**src/logic/spi_bridge_pkg.sv**
```systemverilog
package spi_bridge_pkg;

  //////////////////////////////
  // sizes and addresses
  //////////////////////////////

  // routed peripherals in bit order adc 0 / dac 1 / flash 2
  localparam int n_periph = 3;

  // register frame is address byte then value byte
  localparam int frame_bits = 16;

  // bit counter must reach frame_bits itself
  localparam int cnt_bits = $clog2(frame_bits + 1);

  // blinker counter bits below the two led bits
  localparam int blink_div_bits = 20;

  //////////////////////////////
  // vector types
  //////////////////////////////

  typedef logic [7:0]          reg_byte_t;
  typedef logic [n_periph-1:0] periph_vec_t;
  typedef logic [cnt_bits-1:0] bit_cnt_t;

  // register addresses
  localparam reg_byte_t addr_led = 8'd7;
  localparam reg_byte_t addr_mux = 8'd8;
  localparam reg_byte_t addr_dac = 8'd9;

  //////////////////////////////
  // bundles
  //////////////////////////////

  // master side pins of the shared bus
  typedef struct packed {
    logic sclk;
    logic cs_n;
    logic mosi;
    logic special_n;
  } spi_pins_t;

  // bus at rest with no select asserted
  localparam spi_pins_t pins_idle = '{sclk: 1'b0, cs_n: 1'b1, mosi: 1'b0, special_n: 1'b1};

  // addr lands in the high byte
  typedef struct packed {
    reg_byte_t addr;
    reg_byte_t value;
  } spi_frame_t;

  // ldac sits in bit 0
  typedef struct packed {
    logic uni_bip_b;
    logic uni_bip_a;
    logic rst;
    logic ldac;
  } dac_ctrl_t;

  typedef struct packed {
    logic       manual;
    logic [1:0] leds;
  } led_ctrl_t;

  // frame receiver states
  typedef enum logic [1:0] {
    rx_idle,
    rx_shift,
    rx_overrun
  } rx_state_e;

endpackage

```
**src/logic/led_blinker.sv**
```systemverilog
module led_blinker #(
  parameter int div_bits = spi_bridge_pkg::blink_div_bits
) (
  input  logic                      clk,
  input  logic                      rst_n,
  input  spi_bridge_pkg::led_ctrl_t led_ctrl,
  output logic [1:0]                led
);

  // free running divider with the led bits on top
  logic [div_bits+1:0] cnt_q;
  logic [1:0] top;
  logic [1:0] gray;

  always_ff @(posedge clk)
  begin
    if (!rst_n)
      cnt_q <= '0;
    else
      cnt_q <= cnt_q + 1'b1;
  end

  // 00 01 11 10 so one led changes per step
  assign top  = cnt_q[div_bits+1:div_bits];
  assign gray = top ^ (top >> 1);

  // manual override from the led register
  assign led = led_ctrl.manual ? led_ctrl.leds : gray;

endmodule

```
**src/logic/spi_bridge_top.sv**
```systemverilog
module spi_bridge_top #(
  parameter int div_bits = spi_bridge_pkg::blink_div_bits
) (
  input  logic                        clk,
  input  logic                        rst_n,
  input  spi_bridge_pkg::spi_pins_t   master,
  output logic                        miso,
  output spi_bridge_pkg::periph_vec_t periph_cs_n,
  output spi_bridge_pkg::periph_vec_t periph_sclk,
  output spi_bridge_pkg::periph_vec_t periph_mosi,
  input  spi_bridge_pkg::periph_vec_t periph_miso,
  output spi_bridge_pkg::dac_ctrl_t   dac_ctrl,
  output logic [1:0]                  led
);

  spi_bridge_pkg::spi_frame_t  frame;
  logic                        frame_valid;
  spi_bridge_pkg::periph_vec_t mux_sel;
  spi_bridge_pkg::led_ctrl_t   led_ctrl;

  //////////////////////////////
  // register path
  //////////////////////////////

  // register frames from the shared bus
  spi_frame_rx frame_rx_i (
    .clk         (clk),
    .rst_n       (rst_n),
    .pins        (master),
    .frame       (frame),
    .frame_valid (frame_valid)
  );

  spi_reg_bank reg_bank_i (
    .clk         (clk),
    .rst_n       (rst_n),
    .frame       (frame),
    .frame_valid (frame_valid),
    .mux_sel     (mux_sel),
    .led_ctrl    (led_ctrl),
    .dac_ctrl    (dac_ctrl)
  );

  //////////////////////////////
  // pass through and leds
  //////////////////////////////

  // no clock in this path
  spi_route route_i (
    .pins        (master),
    .mux_sel     (mux_sel),
    .periph_miso (periph_miso),
    .periph_cs_n (periph_cs_n),
    .periph_sclk (periph_sclk),
    .periph_mosi (periph_mosi),
    .miso        (miso)
  );

  led_blinker #(
    .div_bits (div_bits)
  ) blinker_i (
    .clk      (clk),
    .rst_n    (rst_n),
    .led_ctrl (led_ctrl),
    .led      (led)
  );

endmodule

```
**src/logic/spi_frame_rx.sv**
```systemverilog
module spi_frame_rx (
  input  logic                       clk,
  input  logic                       rst_n,
  input  spi_bridge_pkg::spi_pins_t  pins,
  output spi_bridge_pkg::spi_frame_t frame,
  output logic                       frame_valid
);

  spi_bridge_pkg::spi_pins_t sync_q1;
  spi_bridge_pkg::spi_pins_t sync_q2;
  spi_bridge_pkg::spi_pins_t prev_q;
  spi_bridge_pkg::rx_state_e state_q;
  spi_bridge_pkg::bit_cnt_t  cnt_q;
  logic [spi_bridge_pkg::frame_bits-1:0] shift_q;
  logic sclk_fall;
  logic cs_fall;
  logic cs_rise;
  logic full;

  //////////////////////////////
  // pin synchronizer
  //////////////////////////////

  // two flops then one more for edge detect
  // all four pins move together so mosi lines up with sclk
  always_ff @(posedge clk)
  begin
    if (!rst_n)
    begin
      sync_q1 <= spi_bridge_pkg::pins_idle;
      sync_q2 <= spi_bridge_pkg::pins_idle;
      prev_q  <= spi_bridge_pkg::pins_idle;
    end
    else
    begin
      sync_q1 <= pins;
      sync_q2 <= sync_q1;
      prev_q  <= sync_q2;
    end
  end

  // edges as seen after the synchronizer
  assign sclk_fall = prev_q.sclk & ~sync_q2.sclk;
  assign cs_fall   = prev_q.cs_n & ~sync_q2.cs_n;
  assign cs_rise   = ~prev_q.cs_n & sync_q2.cs_n;

  // exactly one frame worth of bits so far
  assign full = (cnt_q == spi_bridge_pkg::bit_cnt_t'(spi_bridge_pkg::frame_bits));

  //////////////////////////////
  // frame fsm
  //////////////////////////////

  always_ff @(posedge clk)
  begin
    if (!rst_n)
    begin
      state_q     <= spi_bridge_pkg::rx_idle;
      cnt_q       <= '0;
      frame_valid <= 1'b0;
    end
    else
    begin
      // strobe lasts one cycle
      frame_valid <= 1'b0;
      case (state_q)
        spi_bridge_pkg::rx_idle:
        begin
          // only register frames are taken in
          if (cs_fall && !sync_q2.special_n)
          begin
            state_q <= spi_bridge_pkg::rx_shift;
            cnt_q   <= '0;
          end
        end
        spi_bridge_pkg::rx_shift:
        begin
          if (cs_rise)
          begin
            // short frames are dropped here
            frame_valid <= full;
            state_q     <= spi_bridge_pkg::rx_idle;
          end
          else if (sclk_fall)
          begin
            // a 17th bit spoils the frame
            if (full)
              state_q <= spi_bridge_pkg::rx_overrun;
            else
              cnt_q <= cnt_q + 1'b1;
          end
        end
        spi_bridge_pkg::rx_overrun:
        begin
          // wait out the long frame
          if (cs_rise)
            state_q <= spi_bridge_pkg::rx_idle;
        end
        default:
          state_q <= spi_bridge_pkg::rx_idle;
      endcase
    end
  end

  // msb first shift on falling sclk
  always_ff @(posedge clk)
  begin
    if (state_q == spi_bridge_pkg::rx_shift && sclk_fall)
      shift_q <= {shift_q[spi_bridge_pkg::frame_bits-2:0], sync_q2.mosi};
  end

  // high byte addr and low byte value
  assign frame = spi_bridge_pkg::spi_frame_t'(shift_q);

endmodule

```
**src/logic/spi_reg_bank.sv**
```systemverilog
module spi_reg_bank (
  input  logic                        clk,
  input  logic                        rst_n,
  input  spi_bridge_pkg::spi_frame_t  frame,
  input  logic                        frame_valid,
  output spi_bridge_pkg::periph_vec_t mux_sel,
  output spi_bridge_pkg::led_ctrl_t   led_ctrl,
  output spi_bridge_pkg::dac_ctrl_t   dac_ctrl
);

  //////////////////////////////
  // register decode
  //////////////////////////////

  // one write per committed frame
  always_ff @(posedge clk)
  begin
    if (!rst_n)
    begin
      // nothing routed and blinker mode
      mux_sel  <= '0;
      led_ctrl <= '0;
      dac_ctrl <= '0;
    end
    else if (frame_valid)
    begin
      case (frame.addr)
        spi_bridge_pkg::addr_mux:
        begin
          // one bit per peripheral
          mux_sel <= frame.value[spi_bridge_pkg::n_periph-1:0];
        end
        spi_bridge_pkg::addr_led:
        begin
          // bit 7 picks manual leds
          led_ctrl.manual <= frame.value[7];
          led_ctrl.leds   <= frame.value[1:0];
        end
        spi_bridge_pkg::addr_dac:
        begin
          // low nibble straight onto the dac pins
          dac_ctrl <= spi_bridge_pkg::dac_ctrl_t'(frame.value[3:0]);
        end
        default:
        begin
          // unknown address is ignored
          mux_sel <= mux_sel;
        end
      endcase
    end
  end

endmodule

```
**src/logic/spi_route.sv**
```systemverilog
module spi_route (
  input  spi_bridge_pkg::spi_pins_t   pins,
  input  spi_bridge_pkg::periph_vec_t mux_sel,
  input  spi_bridge_pkg::periph_vec_t periph_miso,
  output spi_bridge_pkg::periph_vec_t periph_cs_n,
  output spi_bridge_pkg::periph_vec_t periph_sclk,
  output spi_bridge_pkg::periph_vec_t periph_mosi,
  output logic                        miso
);

  // peripherals that see normal frames
  spi_bridge_pkg::periph_vec_t active;
  // lowest selected peripheral only
  spi_bridge_pkg::periph_vec_t first_sel;

  //////////////////////////////
  // chip select fan out
  //////////////////////////////

  // register frames keep every peripheral off the bus
  assign active = pins.special_n ? mux_sel : '0;

  always_comb
  begin
    for (int i = 0; i < spi_bridge_pkg::n_periph; i++)
    begin
      // selected follows the master and the rest idle
      periph_cs_n[i] = active[i] ? pins.cs_n : 1'b1;
      periph_sclk[i] = active[i] & pins.sclk;
      periph_mosi[i] = active[i] & pins.mosi;
    end
  end

  //////////////////////////////
  // miso select
  //////////////////////////////

  // isolate lowest set bit
  assign first_sel = active & (~active + 1'b1);

  // zero when nothing selected or during register frames
  assign miso = |(first_sel & periph_miso);

endmodule

```
**config.mk**
```make
export PLATFORM = sky130hd
export DESIGN_NAME = spi_bridge_top
export DESIGN_NICKNAME = d
export VERILOG_FILES = /design/src/logic/spi_bridge_pkg.sv /design/src/logic/led_blinker.sv /design/src/logic/spi_bridge_top.sv /design/src/logic/spi_frame_rx.sv /design/src/logic/spi_reg_bank.sv /design/src/logic/spi_route.sv
export SDC_FILE = /design/constraint.sdc
export NUM_CORES = 1
export LEC_CHECK = 0
export BUFFER_PORTS_ARGS = -buffer_cell sky130_fd_sc_hd__buf_2
export CAP_MARGIN = 20
export CORE_MARGIN = 4
export CORE_UTILIZATION = 35
export CTS_CLUSTER_DIAMETER = 100
export DETAILED_ROUTE_END_ITERATION = 7
export HOLD_SLACK_MARGIN = 0.1
export SETUP_SLACK_MARGIN = 0.1
export SYNTH_ARGS = -nofsm -noshare
export SYNTH_HDL_FRONTEND = slang
export SYNTH_SLANG_ARGS = --single-unit
```
**constraint.sdc**
```tcl
create_clock -name clk -period 2.25 [get_ports clk]
set_input_delay 0.3375 -clock clk [delete_from_list [all_inputs] [get_ports clk]]
set_output_delay 0.3375 -clock clk [all_outputs]
set_load 0.02 [all_outputs]
```
==> results.cfg, run 1 <==
[run_status]
status = complete, no violations

[synth]
synth.area.mux_share_pct = 4.70
synth_top_area_cell = dfxtp_1
synthXorXnorAreaFrac_pct = 5.02
synth-simple-area-share_pct = 28.9
synth_edf_count = 16
ys.flop_type = dfxtp_1
synthTopCellsByCount = 50 x dfxtp_1, 29 x nand2_1, 21 x and2_1, 16 x edfxtp_1, 13 x nand2b_1
ys_types = 41
yosysMostFrequentCell = dfxtp_1
syn_nets = 278
synth_compound_area_share_pct = 4.84
synth-seq-cells = 66
synth_area_per_cell_um2 = 10.5
synth_fa_ha_area_share_pct = 1.34
ys_seq_area_share_pct = 53.0
ys_async_sr_fraction_pct = 0
synthTopCellsByArea = dfxtp_1 36%, edfxtp_1 17%, and2_1 4.7%
synth.cell_area_mm2 = 0.00279
synth_top_area_share_pct = 35.8
synth_top_family_by_area = simple AND/OR/NAND/NOR gates
yosysWarnings = 0
syn-instance-count = 266

[setup_path]
crit_top_cell = a21oi_1
critPathLaunchType = flip-flop
crit_chain = nand3b_1, a21oi_1, a21oi_1, nor2b_1, buf_2
end_kind = primary output
max_stage_delay_ns = 0.38
worstSetupPathType = reg2out
crit_arrival_ns = 1.39
crit_required_ns = 1.91
cp_slowest_cell = dfxtp_1
worst-path-max-fanout = 6

[global_routing]
grt_pass1_wl_mm = 8.35
antenna_found_initial = 0
grt_pass1_vias = 1803
grtUsageTotal_pct = 10.8
grt_max_degree = 33
met1_usage_pct = 14.3
grt_overflow = 0
grtUsageMet2_pct = 16.1
top_usage_layer = met2
grt.met3_usage_pct = 3.73

[placement]
dpl.hpwl_mm = 3.33
port_buffers = 24
dpl.cell_count = 384
placed_area_mm2 = 0.00302
gp_congestion = 0.707
dp_worst_setup_slack_ns = 0.583

[finish]
fin_area_mm2 = 0.00324
syn2layout_area_growth_pct = 16.0
design.final.nets = 305
layout-drive-gt1-share_pct = 16.8
seq_area_mm2 = 0.00148
antenna_cells = 0
fin_cells = 400
multiInputGateArea_mm2 = 0.00125
fillers = 755

[floorplanning]
start_util_pct = 36.1
io_pins = 25
core_mm2 = 0.00773
die_area_mm2 = 0.00947
die_h_um = 97.3
num_rows = 32
die_w_um = 97.3

[drt]
first_iter_violations = 69
vias = 1919
antenna_left = 0
drt-total-wl_mm = 4.83
wire_per_inst_um = 12.1
drc_errors = 0
dr.pass1.iters = 4
via_per_inst = 4.80

[timing]
maxSlewHeadroom_pct = 64.4
setup_viol = 0
finalClockSkew_ns = 0.00831
fin_crit_sh_pct = 76.7
fmaxAchievable_ghz = 0.579
finalSetupTns_ns = 0
layout_setup_ws_ns = 0.524
final.min_clock_period_ns = 1.73
worst_pin_slew_ns = 0.534
rsz0062_at_grt = no
hold_viol = 0
drv_slew = 0

[power]
powerDensity_mw_per_mm2 = 725
power.leakage_nw = 1.30
p_total_w = 0.00235
ir_worst_vdd_v = 0.000264

[clock_tree]
h-tree-depth = 3
postCtsHoldBufs = 0
cts_setup_buffers = 0
path_clk_slew_ns = 0.07
cts_buffer_depth = 2
clk_latency_ns = 0.33
numClockSinks = 66
cts_tree = built
cts_buffers = 9
clockRootBuffer = clkbuf_8
cts_resized = 0

[worst_hold_path]
hp-class = in2reg

[run]
maxCapViolations = 0
## final timing paths
path	startpoint	endpoint	slack, ns	depth (start not counted)
worst max-delay path	reg_bank_i.mux_sel[1]$_SDFFE_PN0P_	miso	0.52	5
worst min-delay path	master[2]	frame_rx_i.sync_q1[2]$_SDFF_PN1_	0.22	2
worst max register to register	blinker_i.cnt_q[0]$_SDFF_PN0_	blinker_i.cnt_q[18]$_SDFF_PN0_	0.57	5
worst min register to register	frame_rx_i.sync_q1[2]$_SDFF_PN1_	frame_rx_i.sync_q2[2]$_SDFF_PN1_	0.41	1
## kinds of logic (layout without fill, tap and decap cells)
| kind of cell | Yosys count | count (layout) |
|---|---|---|
| fa+ha+maj | 3 | 3 |
| simple gates | 131 | 131 |
| compound gates | 21 | 21 |
| mux | 13 | 13 |
| flops | 66 | 66 |
| buf+inv | 16 | 48 |
| xor+xnor | 16 | 16 |
## cells in the final DEF (no fill, tap or decap), types with 7 or more instances in the layout
master    count
and2_1       21
and3_1        8
buf_2        24
clkbuf_8      9
dfxtp_1      50
edfxtp_1     16
mux2i_1      12
nand2_1      29
nand2b_1     13
nand3_1       9
nand4_1       7
nor3_1        9
o21ai_0       8
xnor2_1       7
xor2_1        9
## layer usage
layer / share of wire [%] / vias up
li1: - / 984
met5: 0 / -
met3: 5.3 / 2
met1: 48 / 886
met2: 46 / 47
met4: 0.99 / 0
## metrics by stage
stage          hold WS (ns)  util (%)
5_1_grt               0.230      41.9
6_report              0.225      41.9
3_3_place_gp          0.391      39.1
4_1_cts               0.201      41.9
3_5_place_dp          0.395      39.1
2_1_floorplan         0.386         -
## worst max-delay path, delay by kind of cell (launching register included)
kind                   cells  cell delay, ns
DFF                        1            0.38
and+or+nand+nor            2            0.29
AOI/OAI and AO/OA          2            0.20
buffers and inverters      1            0.17
## registers in the layout, summed over array words and instances, names as in the netlist
register and count:
reg_bank_i.mux_sel 3, frame_rx_i.sync_q1 4, blinker_i.cnt_q 22, frame_rx_i.sync_q2 4, frame_rx_i.state_q 2, reg_bank_i.dac_ctrl 4, frame_rx_i.cnt_q 5, reg_bank_i.led_ctrl 3
frame_rx_i.frame_valid 1, frame_rx_i.frame 16, frame_rx_i.prev_q 2
## final cells by class
type	count	area share (%)
Sequential cell	66	45.7
Clock inverter	7	2.90
Tap cell	102	3.94
Timing Repair Buffer	26	4.17
Clock buffer	9	3.82
Multi-Input combinational cell	184	38.7
Inverter	6	0.695
## report_power, final
part | switching [W] | leakage [nW] | total (W) | internal (W)
Combinational | 0.0000294 | 0.642 | 0.0000506 | 0.0000212
Clock | 0.000448 | 0.107 | 0.00107 | 0.000621
Sequential | 0.00000905 | 0.549 | 0.00123 | 0.00122
Total | 0.000486 | 1.30 | 0.00235 | 0.00186
No activity file was read; power rests on OpenSTA's default activity.
==> run 2: changes to the inputs <==
--- a/config.mk
+++ b/config.mk
@@ -5,6 +5,7 @@
 export SDC_FILE = /design/constraint.sdc
 export NUM_CORES = 1
 export LEC_CHECK = 0
+export ABC_AREA = 1
 export BUFFER_PORTS_ARGS = -buffer_cell sky130_fd_sc_hd__buf_2
 export CAP_MARGIN = 20
 export CORE_MARGIN = 4
==> constraint.sdc (replaced) <==
create_clock -name clk -period 1.7 [get_ports clk]
set_input_delay 0.255 -clock clk [delete_from_list [all_inputs] [get_ports clk]]
set_output_delay 0.255 -clock clk [all_outputs]
set_load 0.02 [all_outputs]
==> results.cfg, run 2 <==
[run_status]
status = complete, no violations

[global_routing]
met1_usage_pct = 15.0
grt_pass1_vias = 2206
top_usage_layer = met2
grt_pass1_wl_mm = 9.54
grt_overflow = 0
grtUsageMet2_pct = 18.8
grtUsageTotal_pct = 11.9
antenna_found_initial = 0
grt_max_degree = 31
grt.met3_usage_pct = 4.32

[placement]
gp_congestion = 0.751
port_buffers = 24
dpl.hpwl_mm = 3.71

[synth]
yosysMostFrequentCell = nand2_1
synth-seq-cells = 66
synth_edf_count = 16
ys_types = 30
yosysWarnings = 0
synth_top_area_share_pct = 34.8
synth_area_per_cell_um2 = 7.97
syn-instance-count = 361
synth.cell_area_mm2 = 0.00288
syn_nets = 373
ys.flop_type = dfxtp_1
synthTopCellsByCount = 71 x nand2_1, 65 x nor2_1, 50 x dfxtp_1, 44 x inv_1, 25 x nand3_1
ys_seq_area_share_pct = 51.5
synth_top_area_cell = dfxtp_1
synthTopCellsByArea = dfxtp_1 35%, edfxtp_1 17%, nand2_1 9.3%
ys_async_sr_fraction_pct = 0

[finish]
fillers = 812
antenna_cells = 0
largest_reg_flops = 22
final_cell_mix = 70 x nand2_1, 65 x nor2_1, 49 x dfxtp_1
syn2layout_area_growth_pct = 17.1
design.final.nets = 407
final_util_pct = 42.9
layout-drive-gt1-share_pct = 17.3
top_register = blinker_i.cnt_q
final_common_cell = nand2_1

[setup_path]
worst-path-max-fanout = 3
crit_arrival_ns = 1.22
critPathBufInv = 2
rr_startpoint = blinker_i.cnt_q[0]$_SDFF_PN0_
end_kind = primary output
cp_slowest_cell = dfxtp_1
cp.depth = 5
crit_chain = nand2_1, inv_1, nand3_1, a31oi_1, buf_4
reg2reg_to = blinker_i.cnt_q[12]$_SDFF_PN0_
endpoint = miso
critPathLaunchType = flip-flop
reg2regPathDepth = 7
cp_top_family = flip-flops
worstSetupPathType = reg2out
max_stage_delay_ns = 0.34
crit_start = reg_bank_i.mux_sel[2]$_SDFFE_PN0P_
crit_required_ns = 1.44
r2r_slack_ns = 0.29

[timing]
final.min_clock_period_ns = 1.47
fmaxAchievable_ghz = 0.679
fin_crit_sh_pct = 86.7
maxSlewHeadroom_pct = 55.7
finalSetupTns_ns = 0
setup_viol = 0
worst_pin_slew_ns = 0.664
rsz0062_at_grt = no
hold_viol = 0
drv_slew = 0
finalClockSkew_ns = 0.00967

[drt]
antenna_left = 0
vias = 2292
via_per_inst = 4.57
wire_per_inst_um = 10.4
drt-total-wl_mm = 5.22
drc_errors = 0
first_iter_violations = 91
dr.pass1.iters = 4

[clock_tree]
clockRootBuffer = clkbuf_8
cts_buffer_depth = 2
cts_buffers = 9
numClockSinks = 66
cts_setup_buffers = 0
path_clk_slew_ns = 0.08
cts_tree = built
clk_latency_ns = 0.34
h-tree-depth = 3

[run]
maxCapViolations = 0

[floorplanning]
die_h_um = 98.7
core_mm2 = 0.00785
start_util_pct = 36.7
num_rows = 32
die_w_um = 98.7
die_area_mm2 = 0.00973
io_pins = 25

[power]
ir_worst_vdd_v = 0.000368
powerDensity_mw_per_mm2 = 925
p_total_w = 0.00311
power.leakage_nw = 1.33

[worst_hold_path]
hold_depth = 3
hp-class = in2reg
## run 2: stage by stage
stage | cells | area [µm²] | setup slack [ns] | hold WS [ns]
detailed placement | 484 | 3120 | 0.282 | 0.395
CTS | 502 | 3360 | 0.161 | 0.115
global placement | 484 | 3120 | 0.321 | 0.387
floorplan | 361 | 2880 | 0.122 | 0.353
finish | 502 | 3370 | 0.226 | 0.136
global route | 502 | 3370 | 0.131 | 0.127
## run 2: per-layer routing
| metal | vias to the layer above | wire length, µm |
|---|---|---|
| met1 | 1017 | 2590 |
| li1 | 1225 | - |
| met3 | 7 | 222 |
| met4 | 0 | 78 |
| met5 | - | 0 |
| met2 | 43 | 2330 |
## run 2: cells by family after synthesis
group / Yosys count / share of synthesized area [%]
buffers and inverters: 52 / 6.96
muxes: 1 / 0.391
xor gates and xnor gates: 6 / 1.83
AOI/OAI and AO/OA: 39 / 7.05
adders and majority gates: 3 / 1.31
and+or+nand+nor: 194 / 31.0
DFF: 66 / 51.5
## run 2: cell type report
| class | instances | area [µm²] | share of cell area [%] |
|---|---|---|---|
| sequential | 66 | 1480 | 44.0 |
| timing repair buffer | 29 | 165 | 4.91 |
| clock inverter | 6 | 72.6 | 2.16 |
| multi-input combinational | 243 | 1200 | 35.6 |
| clock buffer | 10 | 149 | 4.42 |
| inverter | 46 | 173 | 5.13 |
| tap | 102 | 128 | 3.79 |
## run 2: power breakdown
part	internal [W]	switching (W)	total, W
logic	0.0000308	0.0000512	0.0000820
registers	0.00162	0.0000116	0.00163
clock network	0.000778	0.000627	0.00140
total	0.00243	0.000689	0.00311
## run 2: worst min-delay path by stage
stage / from / endpoint / slack [ns]
after CTS: master[2] / frame_rx_i.sync_q1[2]$_SDFF_PN1_ / 0.12
after global routing: master[2] / frame_rx_i.sync_q1[2]$_SDFF_PN1_ / 0.13
after global placement: frame_rx_i.sync_q2[1]$_SDFF_PN0_ / frame_rx_i.frame[0]$_DFFE_PP_ / 0.39
after detailed placement: frame_rx_i.sync_q2[1]$_SDFF_PN0_ / frame_rx_i.frame[0]$_DFFE_PP_ / 0.40
final: master[2] / frame_rx_i.sync_q1[2]$_SDFF_PN1_ / 0.14
after floorplan: master[1] / frame_rx_i.sync_q1[1]$_SDFF_PN0_ / 0.35
## run 2: repair_timing
action | in CTS | in global routing
resized for setup | 0 | 3
hold buffers | 2 | 0
endpoints found under the hold margin | 2 | 0
setup endpoints to repair | 0 | 1
## run 2: tightest hold or removal path, stage by stage
cell and delay [ns]:
buf_2 0.07, inv_1 0.06, nand2_1 0.06
==> run 3: changes to the inputs <==
--- a/config.mk
+++ b/config.mk
@@ -8,11 +8,14 @@
 export ABC_AREA = 1
 export BUFFER_PORTS_ARGS = -buffer_cell sky130_fd_sc_hd__buf_2
 export CAP_MARGIN = 20
+export CELL_PAD_IN_SITES_DETAIL_PLACEMENT = 0
+export CELL_PAD_IN_SITES_GLOBAL_PLACEMENT = 1
 export CORE_MARGIN = 4
 export CORE_UTILIZATION = 35
 export CTS_CLUSTER_DIAMETER = 100
 export DETAILED_ROUTE_END_ITERATION = 7
 export HOLD_SLACK_MARGIN = 0.1
+export PLACE_DENSITY_LB_ADDON = 0.1
 export SETUP_SLACK_MARGIN = 0.1
 export SYNTH_ARGS = -nofsm -noshare
 export SYNTH_HDL_FRONTEND = slang
==> results.cfg, run 3 (synthesis results as in run 2) <==
[run_status]
status = complete, no violations

[drt]
via_per_inst = 4.54
vias = 2273
wire_per_inst_um = 11.3
antenna_left = 0
drc_errors = 0
dr.pass1.iters = 4
drt-total-wl_mm = 5.64
first_iter_violations = 100

[floorplanning]
die_h_um = 98.7
start_util_pct = 36.7
io_pins = 25
die_w_um = 98.7
die_area_mm2 = 0.00973
core_mm2 = 0.00785
num_rows = 32

[global_routing]
grt_overflow = 0
antenna_found_initial = 0
grt_pass1_wl_mm = 9.82
grtUsageTotal_pct = 12.6
grt_max_degree = 31
grt_pass1_vias = 2127

[power]
ir_worst_vdd_v = 0.000581
p_total_w = 0.00313
power.leakage_nw = 1.32
powerDensity_mw_per_mm2 = 935

[timing]
setup_viol = 0
hold_viol = 0
hold_slack_ns = 0.121
maxSlewHeadroom_pct = 53.7
fmaxAchievable_ghz = 0.675
finalClockSkew_ns = 0.00766
final.min_clock_period_ns = 1.48
worst_pin_slew_ns = 0.694
fin_crit_sh_pct = 87.1
finalSetupTns_ns = 0
drv_slew = 0
rsz0062_at_grt = no

[setup_path]
reg2regPathDepth = 5
r2r_slack_ns = 0.28
worstSetupPathType = reg2out
critPathLaunchType = flip-flop
crit_arrival_ns = 1.23
worst-path-max-fanout = 4
end_kind = primary output
crit_required_ns = 1.44

[finish]
final_util_pct = 42.7
largest_reg_flops = 22
final_cell_mix = 71 x nand2_1, 65 x nor2_1, 50 x dfxtp_1
antenna_cells = 0
final_common_cell = nand2_1
syn2layout_area_growth_pct = 16.4
fin_area_mm2 = 0.00335
layout-drive-gt1-share_pct = 16.8
design.final.nets = 406
top_register = blinker_i.cnt_q

[worst_hold_path]
hp-class = in2reg
hold_depth = 3

[run]
maxCapViolations = 0

[clock_tree]
clk_latency_ns = 0.34
numClockSinks = 66
cts_buffer_depth = 2
h-tree-depth = 3
cts_tree = built
cts_setup_buffers = 0
clockRootBuffer = clkbuf_8
cts_buffers = 9
path_clk_slew_ns = 0.07

[placement]
gp_congestion = 0.734
placed_area_mm2 = 0.00312
port_buffers = 24
dpl.hpwl_mm = 4.04
==> run 3: changes by cell type in the layout (fill, tap and decap cells not counted) <==
cell / previous run / this run
clkinv_2: 0 / 2
clkinv_4: 3 / 1
bufinv_16: 1 / 2
clkbuf_16: 1 / 0
clkinvlp_4: 1 / 2
dfxtp_1: 49 / 50
dfxtp_2: 1 / 0
dlygate4sd3_1: 2 / 1
inv_6: 1 / 0
nand2_1: 70 / 71
nand2_2: 5 / 4
==> run 3: final cells by class <==
type                            instances  area, µm²
Sequential cell                        66       1480
Clock buffer                            9        124
Timing Repair Buffer                   28        155
Clock inverter                          7       93.8
Fill cell                             837       4500
Inverter                               46        173
Tap cell                              102        128
Multi-Input combinational cell        243       1190
==> run 3: report_power, final <==
part           internal, W  switching, W   total, W
clock network     0.000822      0.000601    0.00142
registers          0.00162     0.0000115    0.00163
logic            0.0000293     0.0000518  0.0000811
total              0.00247      0.000664    0.00313
==> run 3: layer usage <==
metal  track usage (%)  vias up  share of wire, %  wire length (µm)
li1                  -     1217                 -                 -
met4              4.41        0               1.4                81
met1              16.6     1017                51              2870
met3              4.88        6               3.8               215
met5                 0        -                 0                 0
met2              18.9       33                44              2470
==> run 3: timing repair <==
item / 4_1_cts / 5_1_grt
setup endpoints to repair: 0 / 1
gates resized for setup: 0 / 1
hold buffers: 1 / 0
hold endpoints to repair: 1 / 0
==> run 3: path summary, 6_finish.rpt <==
kind / endpoint / start
setup reg to reg: reg_bank_i.mux_sel[2]$_SDFFE_PN0P_ / frame_rx_i.frame[8]$_DFFE_PP_
hold / removal: frame_rx_i.sync_q1[1]$_SDFF_PN0_ / master[1]
hold reg to reg: frame_rx_i.sync_q2[2]$_SDFF_PN1_ / frame_rx_i.sync_q1[2]$_SDFF_PN1_
setup / recovery: miso / reg_bank_i.mux_sel[1]$_SDFFE_PN0P_
==> run 3: metrics by stage <==
stage | cells | worst slack [ns]
global placement | 484 | 0.298
floorplan | 361 | 0.122
CTS | 501 | 0.175
finish | 501 | 0.219
global route | 501 | 0.110
detailed placement | 484 | 0.284
==> run 3: worst max-delay path, cell delays in order (launching register included) <==
cell     delay [ns]
dfxtp_1        0.34
nand2_1        0.10
inv_1          0.08
nand2_1        0.05
a31oi_1        0.16
buf_4          0.16
